### src/verilog/exec_pkg.sv
// sizes, opcodes and field types for the integer execute cluster
// micro-op, issue and result structs shared by every block
`default_nettype none

package exec_pkg;

  localparam int num_regs   = 8;
  localparam int num_tags   = 16;
  localparam int mul_stages = 3;

  typedef logic [$clog2(num_regs)-1:0] reg_index_t;
  typedef logic [31:0]                 data_t;
  typedef logic [15:0]                 imm_t;
  typedef logic [$clog2(num_tags)-1:0] tag_t;

  typedef enum logic [3:0] {
    op_add = 4'd0,
    op_sub = 4'd1,
    op_and = 4'd2,
    op_or  = 4'd3,
    op_xor = 4'd4,
    op_sll = 4'd5,
    op_srl = 4'd6,
    op_li  = 4'd7,
    op_mul = 4'd8
  } op_t;

  // micro-op as it arrives on the issue handshake
  typedef struct packed {
    op_t        op;
    reg_index_t rd;
    reg_index_t rs1;
    reg_index_t rs2;
    imm_t       imm;
  } uop_t;

  // micro-op with operands read and tag stamped
  typedef struct packed {
    logic       valid;
    op_t        op;
    reg_index_t rd;
    tag_t       tag;
    imm_t       imm;
    data_t      src_a;
    data_t      src_b;
  } issue_t;

  // completion from a pipe or a commit to the outside
  typedef struct packed {
    tag_t       tag;
    reg_index_t rd;
    data_t      data;
  } result_t;

endpackage

`default_nettype wire
### src/verilog/exec_cluster.sv
// execute cluster top: dispatch, register file,
// ALU and multiply pipes, commit buffer
`timescale 1ns/1ps
`default_nettype none

module exec_cluster (
  input  logic              clock,
  input  logic              reset,
  input  logic              req,
  input  exec_pkg::uop_t    uop,
  output logic              ack,
  output logic              commit_valid,
  output exec_pkg::result_t commit,
  output logic [15:0]       retired_count
);
  import exec_pkg::*;

  reg_index_t rd_a_index;
  reg_index_t rd_b_index;
  reg_index_t rd_d_index;
  data_t      rd_a_data;
  data_t      rd_b_data;
  logic       busy_a;
  logic       busy_b;
  logic       busy_d;
  logic       set_busy;
  reg_index_t set_busy_index;
  issue_t     alu_issue;
  issue_t     mul_issue;
  logic       alu_done;
  result_t    alu_result;
  logic       mul_done;
  result_t    mul_result;
  logic       wr_en;
  reg_index_t wr_index;
  data_t      wr_data;

  dispatch_unit i_dispatch (
    .clock          (clock),
    .reset          (reset),
    .req            (req),
    .uop            (uop),
    .ack            (ack),
    .rd_a_index     (rd_a_index),
    .rd_b_index     (rd_b_index),
    .rd_d_index     (rd_d_index),
    .rd_a_data      (rd_a_data),
    .rd_b_data      (rd_b_data),
    .busy_a         (busy_a),
    .busy_b         (busy_b),
    .busy_d         (busy_d),
    .set_busy       (set_busy),
    .set_busy_index (set_busy_index),
    .commit_valid   (commit_valid),
    .alu_issue      (alu_issue),
    .mul_issue      (mul_issue)
  );

  reg_file_sb i_reg_file (
    .clock          (clock),
    .reset          (reset),
    .rd_a_index     (rd_a_index),
    .rd_b_index     (rd_b_index),
    .rd_d_index     (rd_d_index),
    .rd_a_data      (rd_a_data),
    .rd_b_data      (rd_b_data),
    .busy_a         (busy_a),
    .busy_b         (busy_b),
    .busy_d         (busy_d),
    .set_busy       (set_busy),
    .set_busy_index (set_busy_index),
    .wr_en          (wr_en),
    .wr_index       (wr_index),
    .wr_data        (wr_data)
  );

  alu_pipe i_alu (
    .clock  (clock),
    .reset  (reset),
    .issue  (alu_issue),
    .done   (alu_done),
    .result (alu_result)
  );

  mul_pipe i_mul (
    .clock  (clock),
    .reset  (reset),
    .issue  (mul_issue),
    .done   (mul_done),
    .result (mul_result)
  );

  commit_buffer i_commit (
    .clock         (clock),
    .reset         (reset),
    .alu_done      (alu_done),
    .alu_result    (alu_result),
    .mul_done      (mul_done),
    .mul_result    (mul_result),
    .wr_en         (wr_en),
    .wr_index      (wr_index),
    .wr_data       (wr_data),
    .commit_valid  (commit_valid),
    .commit        (commit),
    .retired_count (retired_count)
  );

endmodule

`default_nettype wire

### src/verilog/commit_buffer.sv
// tag-indexed completion slots with in-order commit
// drives register writeback, the commit port and the retire count
`timescale 1ns/1ps
`default_nettype none

module commit_buffer (
  input  logic                 clock,
  input  logic                 reset,
  input  logic                 alu_done,
  input  exec_pkg::result_t    alu_result,
  input  logic                 mul_done,
  input  exec_pkg::result_t    mul_result,
  output logic                 wr_en,
  output exec_pkg::reg_index_t wr_index,
  output exec_pkg::data_t      wr_data,
  output logic                 commit_valid,
  output exec_pkg::result_t    commit,
  output logic [15:0]          retired_count
);
  import exec_pkg::*;

  result_t             slot_q [num_tags];
  logic [num_tags-1:0] filled_q;
  tag_t                head_q;
  result_t             head_entry;
  logic                head_ready;

  // head slot, or a result arriving for it this cycle
  always_comb begin
    head_entry = slot_q[head_q];
    head_ready = filled_q[head_q];
    if (alu_done && (alu_result.tag == head_q)) begin
      head_entry = alu_result;
      head_ready = 1'b1;
    end
    if (mul_done && (mul_result.tag == head_q)) begin
      head_entry = mul_result;
      head_ready = 1'b1;
    end
  end

  // r0 commits but never writes
  assign wr_en    = head_ready && (head_entry.rd != '0);
  assign wr_index = head_entry.rd;
  assign wr_data  = head_entry.data;

  // two write ports, tags never collide
  always_ff @(posedge clock) begin
    if (alu_done) slot_q[alu_result.tag] <= alu_result;
    if (mul_done) slot_q[mul_result.tag] <= mul_result;
  end

  always_ff @(posedge clock) begin
    if (reset) begin
      filled_q      <= '0;
      head_q        <= '0;
      commit_valid  <= 1'b0;
      retired_count <= '0;
    end else begin
      if (alu_done) filled_q[alu_result.tag] <= 1'b1;
      if (mul_done) filled_q[mul_result.tag] <= 1'b1;
      // freeing the head overrides a same-cycle fill of it
      if (head_ready) begin
        filled_q[head_q] <= 1'b0;
        head_q           <= head_q + 1'b1;
        retired_count    <= retired_count + 1'b1;
      end
      commit_valid <= head_ready;
    end
  end

  always_ff @(posedge clock) begin
    if (head_ready) commit <= head_entry;
  end

endmodule

`default_nettype wire

### src/verilog/mul_pipe.sv
// three-stage 32x32 multiplier, low half of the product only
// partial products, sum, then output register
`timescale 1ns/1ps
`default_nettype none

module mul_pipe (
  input  logic              clock,
  input  logic              reset,
  input  exec_pkg::issue_t  issue,
  output logic              done,
  output exec_pkg::result_t result
);
  import exec_pkg::*;

  typedef struct packed {
    logic       valid;
    tag_t       tag;
    reg_index_t rd;
  } mul_meta_t;

  mul_meta_t meta_q [mul_stages];
  data_t     ll_q;
  data_t     lh_q;
  data_t     hl_q;
  data_t     sum_q;
  data_t     prod_q;

  // tag and rd ride along with each stage
  always_ff @(posedge clock) begin
    if (reset) begin
      for (int i = 0; i < mul_stages; i++) begin
        meta_q[i].valid <= 1'b0;
      end
    end else begin
      meta_q[0] <= '{valid: issue.valid, tag: issue.tag, rd: issue.rd};
      for (int i = 1; i < mul_stages; i++) begin
        meta_q[i] <= meta_q[i-1];
      end
    end
  end

  always_ff @(posedge clock) begin
    // stage 1, hi x hi only lands above bit 31
    ll_q   <= issue.src_a[15:0] * issue.src_b[15:0];
    lh_q   <= issue.src_a[15:0] * issue.src_b[31:16];
    hl_q   <= issue.src_a[31:16] * issue.src_b[15:0];
    // stage 2
    sum_q  <= ll_q + ((lh_q + hl_q) << 16);
    // stage 3
    prod_q <= sum_q;
  end

  assign done = meta_q[mul_stages-1].valid;

  always_comb begin
    result.tag  = meta_q[mul_stages-1].tag;
    result.rd   = meta_q[mul_stages-1].rd;
    result.data = prod_q;
  end

endmodule

`default_nettype wire

### src/verilog/alu_pipe.sv
// single-cycle integer ALU
// add, sub, logic ops, shifts and load-immediate
`timescale 1ns/1ps
`default_nettype none

module alu_pipe (
  input  logic              clock,
  input  logic              reset,
  input  exec_pkg::issue_t  issue,
  output logic              done,
  output exec_pkg::result_t result
);
  import exec_pkg::*;

  data_t imm_ext;
  data_t alu_out;

  assign imm_ext = {{($bits(data_t) - $bits(imm_t)){issue.imm[$bits(imm_t)-1]}}, issue.imm};

  always_comb begin
    case (issue.op)
      op_add:  alu_out = issue.src_a + issue.src_b;
      op_sub:  alu_out = issue.src_a - issue.src_b;
      op_and:  alu_out = issue.src_a & issue.src_b;
      op_or:   alu_out = issue.src_a | issue.src_b;
      op_xor:  alu_out = issue.src_a ^ issue.src_b;
      // shift amount from low 5 bits
      op_sll:  alu_out = issue.src_a << issue.src_b[4:0];
      op_srl:  alu_out = issue.src_a >> issue.src_b[4:0];
      op_li:   alu_out = imm_ext;
      default: alu_out = '0;
    endcase
  end

  always_ff @(posedge clock) begin
    if (reset) begin
      done <= 1'b0;
    end else begin
      done <= issue.valid;
    end
  end

  always_ff @(posedge clock) begin
    if (issue.valid) begin
      result.tag  <= issue.tag;
      result.rd   <= issue.rd;
      result.data <= alu_out;
    end
  end

endmodule

`default_nettype wire

### src/verilog/reg_file_sb.sv
// architectural register file with per-register busy bits
// r0 reads zero and never goes busy
`timescale 1ns/1ps
`default_nettype none

module reg_file_sb (
  input  logic                 clock,
  input  logic                 reset,
  input  exec_pkg::reg_index_t rd_a_index,
  input  exec_pkg::reg_index_t rd_b_index,
  input  exec_pkg::reg_index_t rd_d_index,
  output exec_pkg::data_t      rd_a_data,
  output exec_pkg::data_t      rd_b_data,
  output logic                 busy_a,
  output logic                 busy_b,
  output logic                 busy_d,
  input  logic                 set_busy,
  input  exec_pkg::reg_index_t set_busy_index,
  input  logic                 wr_en,
  input  exec_pkg::reg_index_t wr_index,
  input  exec_pkg::data_t      wr_data
);
  import exec_pkg::*;

  data_t               regs_q [num_regs];
  logic [num_regs-1:0] busy_q;

  assign rd_a_data = (rd_a_index == '0) ? '0 : regs_q[rd_a_index];
  assign rd_b_data = (rd_b_index == '0) ? '0 : regs_q[rd_b_index];

  // busy_q[0] is never set
  assign busy_a = busy_q[rd_a_index];
  assign busy_b = busy_q[rd_b_index];
  assign busy_d = busy_q[rd_d_index];

  always_ff @(posedge clock) begin
    if (reset) begin
      busy_q <= '0;
      for (int i = 0; i < num_regs; i++) begin
        regs_q[i] <= '0;
      end
    end else begin
      // commit write frees the register at the same edge
      if (wr_en && (wr_index != '0)) begin
        regs_q[wr_index] <= wr_data;
        busy_q[wr_index] <= 1'b0;
      end
      if (set_busy && (set_busy_index != '0)) begin
        busy_q[set_busy_index] <= 1'b1;
      end
    end
  end

endmodule

`default_nettype wire

### src/verilog/dispatch_unit.sv
// issue side of the cluster: four-phase req/ack handshake,
// scoreboard hazard check, operand read, tag stamping and pipe routing
`timescale 1ns/1ps
`default_nettype none

module dispatch_unit (
  input  logic                 clock,
  input  logic                 reset,
  input  logic                 req,
  input  exec_pkg::uop_t       uop,
  output logic                 ack,
  output exec_pkg::reg_index_t rd_a_index,
  output exec_pkg::reg_index_t rd_b_index,
  output exec_pkg::reg_index_t rd_d_index,
  input  exec_pkg::data_t      rd_a_data,
  input  exec_pkg::data_t      rd_b_data,
  input  logic                 busy_a,
  input  logic                 busy_b,
  input  logic                 busy_d,
  output logic                 set_busy,
  output exec_pkg::reg_index_t set_busy_index,
  input  logic                 commit_valid,
  output exec_pkg::issue_t     alu_issue,
  output exec_pkg::issue_t     mul_issue
);
  import exec_pkg::*;

  typedef enum logic [1:0] {
    idle,
    acked,
    wait_drop
  } hs_state_t;

  hs_state_t                 state_q;
  logic [$clog2(num_tags):0] outstanding_q;
  tag_t                      tag_q;
  logic                      uses_src;
  logic                      is_mul;
  logic                      hazard;
  logic                      fire;
  issue_t                    issue_word;

  // operands come straight off the held uop
  assign rd_a_index = uop.rs1;
  assign rd_b_index = uop.rs2;
  assign rd_d_index = uop.rd;

  // load-immediate reads no register
  assign uses_src = (uop.op != op_li);
  assign is_mul   = (uop.op == op_mul);

  // rd busy check also covers WAW
  assign hazard = (uses_src && (busy_a || busy_b)) || busy_d;
  assign fire   = req && (state_q == idle) && !hazard && (outstanding_q < num_tags);

  assign set_busy       = fire && (uop.rd != '0);
  assign set_busy_index = uop.rd;

  assign ack = (state_q != idle);

  always_comb begin
    issue_word.valid = 1'b1;
    issue_word.op    = uop.op;
    issue_word.rd    = uop.rd;
    issue_word.tag   = tag_q;
    issue_word.imm   = is_mul ? '0 : uop.imm;
    issue_word.src_a = uses_src ? rd_a_data : '0;
    issue_word.src_b = uses_src ? rd_b_data : '0;
  end

  // handshake FSM, ack held until req drops
  always_ff @(posedge clock) begin
    if (reset) begin
      state_q <= idle;
    end else begin
      case (state_q)
        idle:      if (fire) state_q <= acked;
        acked:     state_q <= req ? wait_drop : idle;
        wait_drop: if (!req) state_q <= idle;
        default:   state_q <= idle;
      endcase
    end
  end

  // tag stamping and in-flight count
  always_ff @(posedge clock) begin
    if (reset) begin
      tag_q         <= '0;
      outstanding_q <= '0;
    end else begin
      if (fire) tag_q <= tag_q + 1'b1;
      case ({fire, commit_valid})
        2'b10:   outstanding_q <= outstanding_q + 1'b1;
        2'b01:   outstanding_q <= outstanding_q - 1'b1;
        default: outstanding_q <= outstanding_q;
      endcase
    end
  end

  // one-cycle issue strobes toward the pipes
  always_ff @(posedge clock) begin
    if (reset) begin
      alu_issue.valid <= 1'b0;
      mul_issue.valid <= 1'b0;
    end else begin
      alu_issue.valid <= 1'b0;
      mul_issue.valid <= 1'b0;
      if (fire && is_mul) mul_issue <= issue_word;
      if (fire && !is_mul) alu_issue <= issue_word;
    end
  end

endmodule

`default_nettype wire

### config.mk
export PLATFORM = sky130hd
export DESIGN_NAME = exec_cluster
export DESIGN_NICKNAME = d
export VERILOG_FILES = /design/src/verilog/exec_pkg.sv /design/src/verilog/exec_cluster.sv /design/src/verilog/commit_buffer.sv /design/src/verilog/mul_pipe.sv /design/src/verilog/alu_pipe.sv /design/src/verilog/reg_file_sb.sv /design/src/verilog/dispatch_unit.sv
export SDC_FILE = /design/constraint.sdc
export NUM_CORES = 2
export LEC_CHECK = 0
export BUFFER_PORTS_ARGS = -buffer_cell sky130_fd_sc_hd__buf_2
export CORE_MARGIN = 5
export CORE_UTILIZATION = 40
export CTS_CLUSTER_DIAMETER = 150
export CTS_CLUSTER_SIZE = 20
export DETAILED_ROUTE_END_ITERATION = 8
export HOLD_SLACK_MARGIN = 0.02
export PLACE_DENSITY = 0.58
export RECOVER_POWER = 50
export SLEW_MARGIN = 40
export SYNTH_ARGS = -nofsm -noshare
export SYNTH_HDL_FRONTEND = slang
export SYNTH_SLANG_ARGS = --single-unit
### constraint.sdc
create_clock -name clock -period 12.28 [get_ports clock]
set_input_delay 3.684 -clock clock [delete_from_list [all_inputs] [get_ports clock]]
set_output_delay 3.684 -clock clock [all_outputs]
set_load 0.02 [all_outputs]
After elaboration in Yosys (flattened, before gate mapping):

Memory sizes are Yosys's and may differ from the RTL's. A register that Yosys moved wholly into a read port is not among the register bits.
Index checks and enable logic that the tools add are counted.
Widths: inputs -> output; s select.

* bitwise gates (word level): 14
* equality and inequality tests: 17
* shift operators: 2
* $lt $le $gt $ge: 13
* $mul: 3
* reductions and logical operators: 33
* muxes and demuxes: 61
* add/sub/neg operators: 9

Operators with widths (count)
* $pmux 32 s8: 1
* $mux 92: 2
* $mux 32: 5
* $mux 16: 6
* $mux 39: 2
* $add 32x32->32: 2
* $and 32x32->32: 1
* $mul 16x16->16: 2
* $mul 16x16->32: 1
* $or 16x16->16: 2
* $or 32x32->32: 1
* $reduce_or 32->1: 1
* $shl 32x5->32: 1
* $shr 32x5->32: 1
* $sub 32x32->32: 1
* $xor 32x32->32: 1
* $mux 1: 25
* $mux 8: 3
* $logic_and 1x1->1: 17
* $add 16x1->16 const B: 1
* $add 16x16->16: 1
* $and 16x16->16: 1
* $eq 4x3->1 const B: 4
* $lt 3x4->1 const B: 4
* 39 further kinds: 66

* output and inout port bits: 57
* memory bits (writable): 904
* memories kept: 3
* register bits after elaboration: 447
* bits of input ports: 32
* word-level logic and storage cells: 189

Memory list
* i_commit.slot_q: words 16, width 39, rd ports 1, clocked after Yosys merged registers in 1, write ports 2, RTL line commit_buffer.sv:22 `result_t slot_q [num_tags];`
* i_reg_file.regs_q: words 8, width 32, rd ports 2, clocked after Yosys merged registers in 0, write ports 8, RTL line reg_file_sb.sv:25 `data_t regs_q [num_regs];`
* i_mul.meta_q: words 3, width 8, rd ports 3, clocked after Yosys merged registers in 0, write ports 3, RTL line mul_pipe.sv:21 `mul_meta_t meta_q [mul_stages];`

Depth between registers and ports, before layout:

* word-level depth: 14
* gate-level depth with buffers: 23
* depth with buffers taken out: 21

By module:

A second synthesis with hierarchy kept.

* cells, all modules: 6867
* area total of the unflattened synthesis: 84502.3 um^2

Modules (own cells, without submodules)
* commit_buffer: area each 35211.3 um^2, seq. area each 20729.9 um^2, instances 1, cells an instance 2136
* mul_pipe: area each 20962.6 um^2, seq. area each 3253.1 um^2, instances 1, cells an instance 2285
* reg_file_sb: area each 12426.9 um^2, seq. area each 6886.6 um^2, instances 1, cells an instance 925
* alu_pipe: area each 9122.5 um^2, seq. area each 1191.1 um^2, instances 1, cells an instance 1161
* dispatch_unit: area each 6779.0 um^2, seq. area each 5725.5 um^2, instances 1, cells an instance 360

Least setup slack after synthesis:

Ideal clock, no wire load.

* path kind: input to register
* from: input port uop[19] in the netlist's numbering
* to: register i_dispatch.alu_issue[0] (netlist name)
* stages on the path: 7
* library setup time: 0.652 ns
* setup slack: 0.057 ns
* data arrival time: 11.571 ns
* buffers on the path: 1
* data required time: 11.628 ns
* cells stage by stage: clkbuf_1 -> mux4_2 -> mux2i_1 -> a21oi_1 -> a2111oi_2 -> inv_2 -> nor3_1

* word-level cells in the longest chain between the ends: 10

Ends and longest elaborated chain
* start: declaration: RTL line exec_cluster.sv:10 `input exec_pkg::uop_t uop,`
* $bmux 1 s3: RTL line reg_file_sb.sv:32 `assign busy_a = busy_q[rd_a_index];`
* $mux 1 (implied by the code): RTL line reg_file_sb.sv:32
* $logic_or 1x1->1: RTL line dispatch_unit.sv:53 `assign hazard = (uses_src && (busy_a || busy_b)) || busy_d;`
* $logic_and 1x1->1: RTL line dispatch_unit.sv:53
* $logic_or 1x1->1: RTL line dispatch_unit.sv:53
* $logic_not 1->1: RTL line dispatch_unit.sv:54 `assign fire = req && (state_q == idle) && !hazard && (outstanding_q < num_tags);`
* $logic_and 1x1->1 (2 in series): RTL line dispatch_unit.sv:54
* $logic_and 1x1->1: RTL line dispatch_unit.sv:109 `if (fire && !is_mul) alu_issue <= issue_word;`
* $reduce_and 2->1 (no source line)

No other way between the ends. The select of a mux whose other input is x is not followed.
A chain may end at the register's enable or synchronous reset.

Worst setup path after layout:

* from: register i_dispatch.mul_issue[32] (netlist name)
* to: register i_mul.ll_q[30]

* word-level cells in the longest chain between the ends: 1

Ends and longest elaborated chain
* $mul 16x16->32: RTL line mul_pipe.sv:44 `ll_q <= issue.src_a[15:0] * issue.src_b[15:0];`
* end signal: assignment: RTL line mul_pipe.sv:44
* end: declaration: RTL line mul_pipe.sv:22 `data_t ll_q;`

No other way between the ends.

==> flow_summary_export.csv <==
group,metric,value,unit
outcome,violations,"capacitance limit, slew limit",
floorplanning,floorplan.initialDensity,40.2,%
cts,ctsResizeCount,0,
logic_synthesis,synthCells,6653,
logic_synthesis,synthAdderAreaFrac,13.9,%
logic_synthesis,netlist_area,82100,µm²
timing,whs,0.328,ns
drt,firstDrtPassIters,6,
cts,clk_latency,0.74,ns
floorplanning,core_area,204000,µm²
worst_setup_path,end_kind,"register",
layout,final_cells,9282,
floorplanning,io_pins,89,
grt,grt-ovfl-total,0,
layout,register_area,37200,µm²
cts,path_clk_slew,0.09,ns
cts,root_buffer,"clkbuf_16",
logic_synthesis,yosys_warnings,0,
worst_setup_path,path_max_fanout,21,
cts,cts_setup_buffers,0,
logic_synthesis,synth-seq-cells,1303,
timing,worst_slew_pin_slew,3.97,ns
logic_synthesis,yosys.area_share.simple,9.07,%
timing,report.final.setup_viol,0,
timing,final.setup_skew,0.0434,ns
logic_synthesis,synth_top_area_share,40.6,%
power_and_ir_drop,leakage,33.0,nW
cts,cts_buffers,76,
worst_setup_path,arrival,7.73,ns
timing,setup_tns,0,ns
job,drv_cap,35,
worst_setup_path,critPathKind,"register to register",
layout,drive_above_1_share,21.4,%
grt,grt_max_degree,84,
outcome,status,"complete, but fails checks",
logic_synthesis,synthMuxAreaShare,18.5,%
drt,totalWireLength,258000,µm
hold_path,hp-class,"register to register",
cts,cts_tree,"built",
timing,min_period,7.08,ns
logic_synthesis,netlist.top_cell.by_area,"edfxtp_1",
cts,cts.sinks,1303,
cts,cts_hold_buf,0,
timing,hold_viol,0,
logic_synthesis,synth_compound_area_share,5.86,%
logic_synthesis,ys_seq_area_share,45.3,%
floorplanning,fp-row-count,166,
floorplanning,die_y,463,µm
cts,htreeDepth,3,
drt,final_antenna_net_count,0,
worst_setup_path,crit_path_start_kind,"register",
layout,final_nets,7251,
logic_synthesis,synth_xor_area_share,2.29,%
placement,globalplace.congestion,0.962,
grt,grt_pass1_vias,54000,
placement,dp_hpwl,173000,µm
cts,cts.path.max_buffers,3,
drt,num_vias,53800,
grt,use_met2,38.3,%
logic_synthesis,async_reset_ff_share,0,%
floorplanning,dieArea,214000,µm²
logic_synthesis,syn-num-nets,7382,
placement,port_buffers,88,
logic_synthesis,ys.flop_type,"edfxtp_1",
grt,top_usage_layer,"met2",
logic_synthesis,synth_top_family_by_area,"multiplexers",
floorplanning,die_w,463,µm
layout,syn_to_final_growth,7.17,%
grt,met3_usage,3.59,%
grt,grt_pass1_wl,375000,µm
layout,fillers,19100,
drt,drt_iter0_drc,5461,
layout,postLayoutCellArea,88000,µm²
placement,place_area,86000,µm²
drt,wl_per_cell,27.8,µm
worst_setup_path,required,12.94,ns
timing,fmax,141,MHz
layout,multi_input_area,41200,µm²
drt,drcViolationCount,0,
logic_synthesis,syn_area_per_cell,12.3,µm²
power_and_ir_drop,powerDensity,116,nW/µm²
power_and_ir_drop,finalPower,0.0102,W
logic_synthesis,synthDistinctLibCells,79,
timing,relSlewSlack,-165,%
logic_synthesis,synth_edf_count,1109,
grt,antenna_found_initial,19,
power_and_ir_drop,ir_drop,0.119,mV
drt,vias_per_cell,5.79,
timing,finalMaxSlewViolations,1033,
logic_synthesis,synth.area.top_cells,"edfxtp_1 41%, mux2_2 9.6%, fa_1 8.7%, mux4_2 7.9%, ha_1 5.2%",
grt,track_usage,23.5,%
timing,finalCritPeriodShare,57.6,%
grt,use_met1,31.9,%
placement,dp.cells,9127,
timing,rsz0062_at_grt,"false",
==> worst max-delay path: stages (launching register included) <==
cell      delay [ns]
edfxtp_1        0.55
clkbuf_1        1.17
nand2_1         0.16
fa_1            0.51
fa_1            0.49
inv_1           0.05
fa_1            0.49
fa_1            0.42
fa_1            0.49
inv_1           0.05
fa_1            0.47
inv_1           0.04
ha_1            0.35
a21o_1          0.19
a21oi_1         0.15
nor2b_1         0.06
a311oi_1        0.44
a211o_1         0.23
a21oi_1         0.11
o41ai_1         0.43
xnor2_1         0.16
==> cell usage after synthesis (all sizes together) (7+ instances only) <==
| cell | count |
|---|---|
| or3 | 21 |
| a22oi | 39 |
| a211o | 10 |
| a211oi | 26 |
| fa | 358 |
| o31ai | 15 |
| mux2 | 701 |
| o41ai | 11 |
| nor2b | 82 |
| o311ai | 10 |
| a221oi | 55 |
| mux4 | 288 |
| a21oi | 218 |
| ha | 339 |
| clkbuf | 327 |
| o21ai | 131 |
| inv | 602 |
| o21bai | 14 |
| buf | 136 |
| nor3 | 83 |
| nand4 | 14 |
| a31oi | 13 |
| a311oi | 8 |
| and3 | 18 |
| xor2 | 65 |
| nor4 | 7 |
| a21o | 48 |
| nand3b | 7 |
| nor2 | 523 |
| and2 | 300 |
| nand3 | 26 |
| o22ai | 62 |
| o211ai | 21 |
| edfxtp | 1109 |
| a221o | 11 |
| o2111ai | 10 |
| nand2 | 389 |
| or2 | 36 |
| mux2i | 80 |
| nand2b | 28 |
| o21a | 11 |
| dfxtp | 194 |
| xnor2 | 150 |
==> cells in the final DEF (no fill, tap or decap), types with 86 or more instances in the layout <==
| master | n |
|---|---|
| xnor2_1 | 149 |
| ha_1 | 339 |
| and2_1 | 276 |
| edfxtp_1 | 1109 |
| mux2_2 | 699 |
| fa_1 | 358 |
| inv_1 | 599 |
| clkbuf_1 | 96 |
| buf_2 | 86 |
| a21oi_1 | 204 |
| dfxtp_1 | 191 |
| nor2_1 | 518 |
| buf_4 | 107 |
| nand2_1 | 380 |
| o21ai_0 | 118 |
| mux4_2 | 288 |
==> stage by stage <==
| step | util, % | setup WS (ns) |
|---|---|---|
| after global routing | 43.0 | 4.87 |
| after CTS | 43.2 | 5.78 |
| after floorplan | - | 0.0573 |
| after global placement | 41.8 | 4.71 |
| after detailed placement | 42.1 | 5.04 |
| final | 43.0 | 5.20 |
==> final timing paths <==
path,from,slack (ns),endpoint,depth (start not counted)
worst max-delay path,i_dispatch.mul_issue[32]$_DFFE_PP_,5.20,i_mul.ll_q[30]$_DFF_P_,20
worst max register to register,i_dispatch.mul_issue[32]$_DFFE_PP_,5.20,i_mul.ll_q[30]$_DFF_P_,20
worst min-delay path,i_mul.ll_q[12]$_DFF_P_,0.33,i_mul.sum_q[12]$_DFF_P_,0
worst min register to register,i_mul.ll_q[12]$_DFF_P_,0.33,i_mul.sum_q[12]$_DFF_P_,0
==> layout make-up <==
class	instances	area share, %
diodes	9	0.0256
clock buffers	131	2.42
clock inverters	10	0.175
inverters	604	2.58
multi-input cells	4283	46.8
flip-flops and latches	1303	42.3
well taps	2688	3.82
repair buffers	254	1.87
==> state kept, by name, summed over array words and instances, names as in the netlist, 4 cells and up, named ones only <==
signal	cells
i_reg_file.busy_q	8
i_commit.commit	39
i_reg_file.regs_q	224
i_alu.result	39
i_mul.hl_q	16
i_mul.lh_q	16
i_dispatch.alu_issue	92
i_mul.meta_q	24
i_mul.ll_q	32
i_commit.filled_q	16
i_dispatch.tag_q	4
i_mul.prod_q	32
i_mul.sum_q	32
i_dispatch.mul_issue	72
i_dispatch.outstanding_q	5
i_commit.head_q	4
i_commit.slot_q	624
i_commit.retired_count	16
==> per-layer routing <==
metal / routed length [µm] / share of wire (%)
met5: 43 / 0.017
met4: 11000 / 4.3
met3: 18300 / 7.1
met1: 107000 / 42
met2: 121000 / 47
==> power by group <==
group	switching, W	total, W	internal (W)	leakage [nW]
Sequential	0.000361	0.00538	0.00502	12.0
Combinational	0.00124	0.00203	0.000787	19.9
Clock	0.00154	0.00275	0.00121	1.08
==> cell families after synthesis <==
group | count (synthesis)
buf+inv | 1067
xor+xnor | 215
mux | 1069
compound gates | 741
simple gates | 1561
flops | 1303
fa+ha+maj | 697
Power figures use the tool's default switching activity.
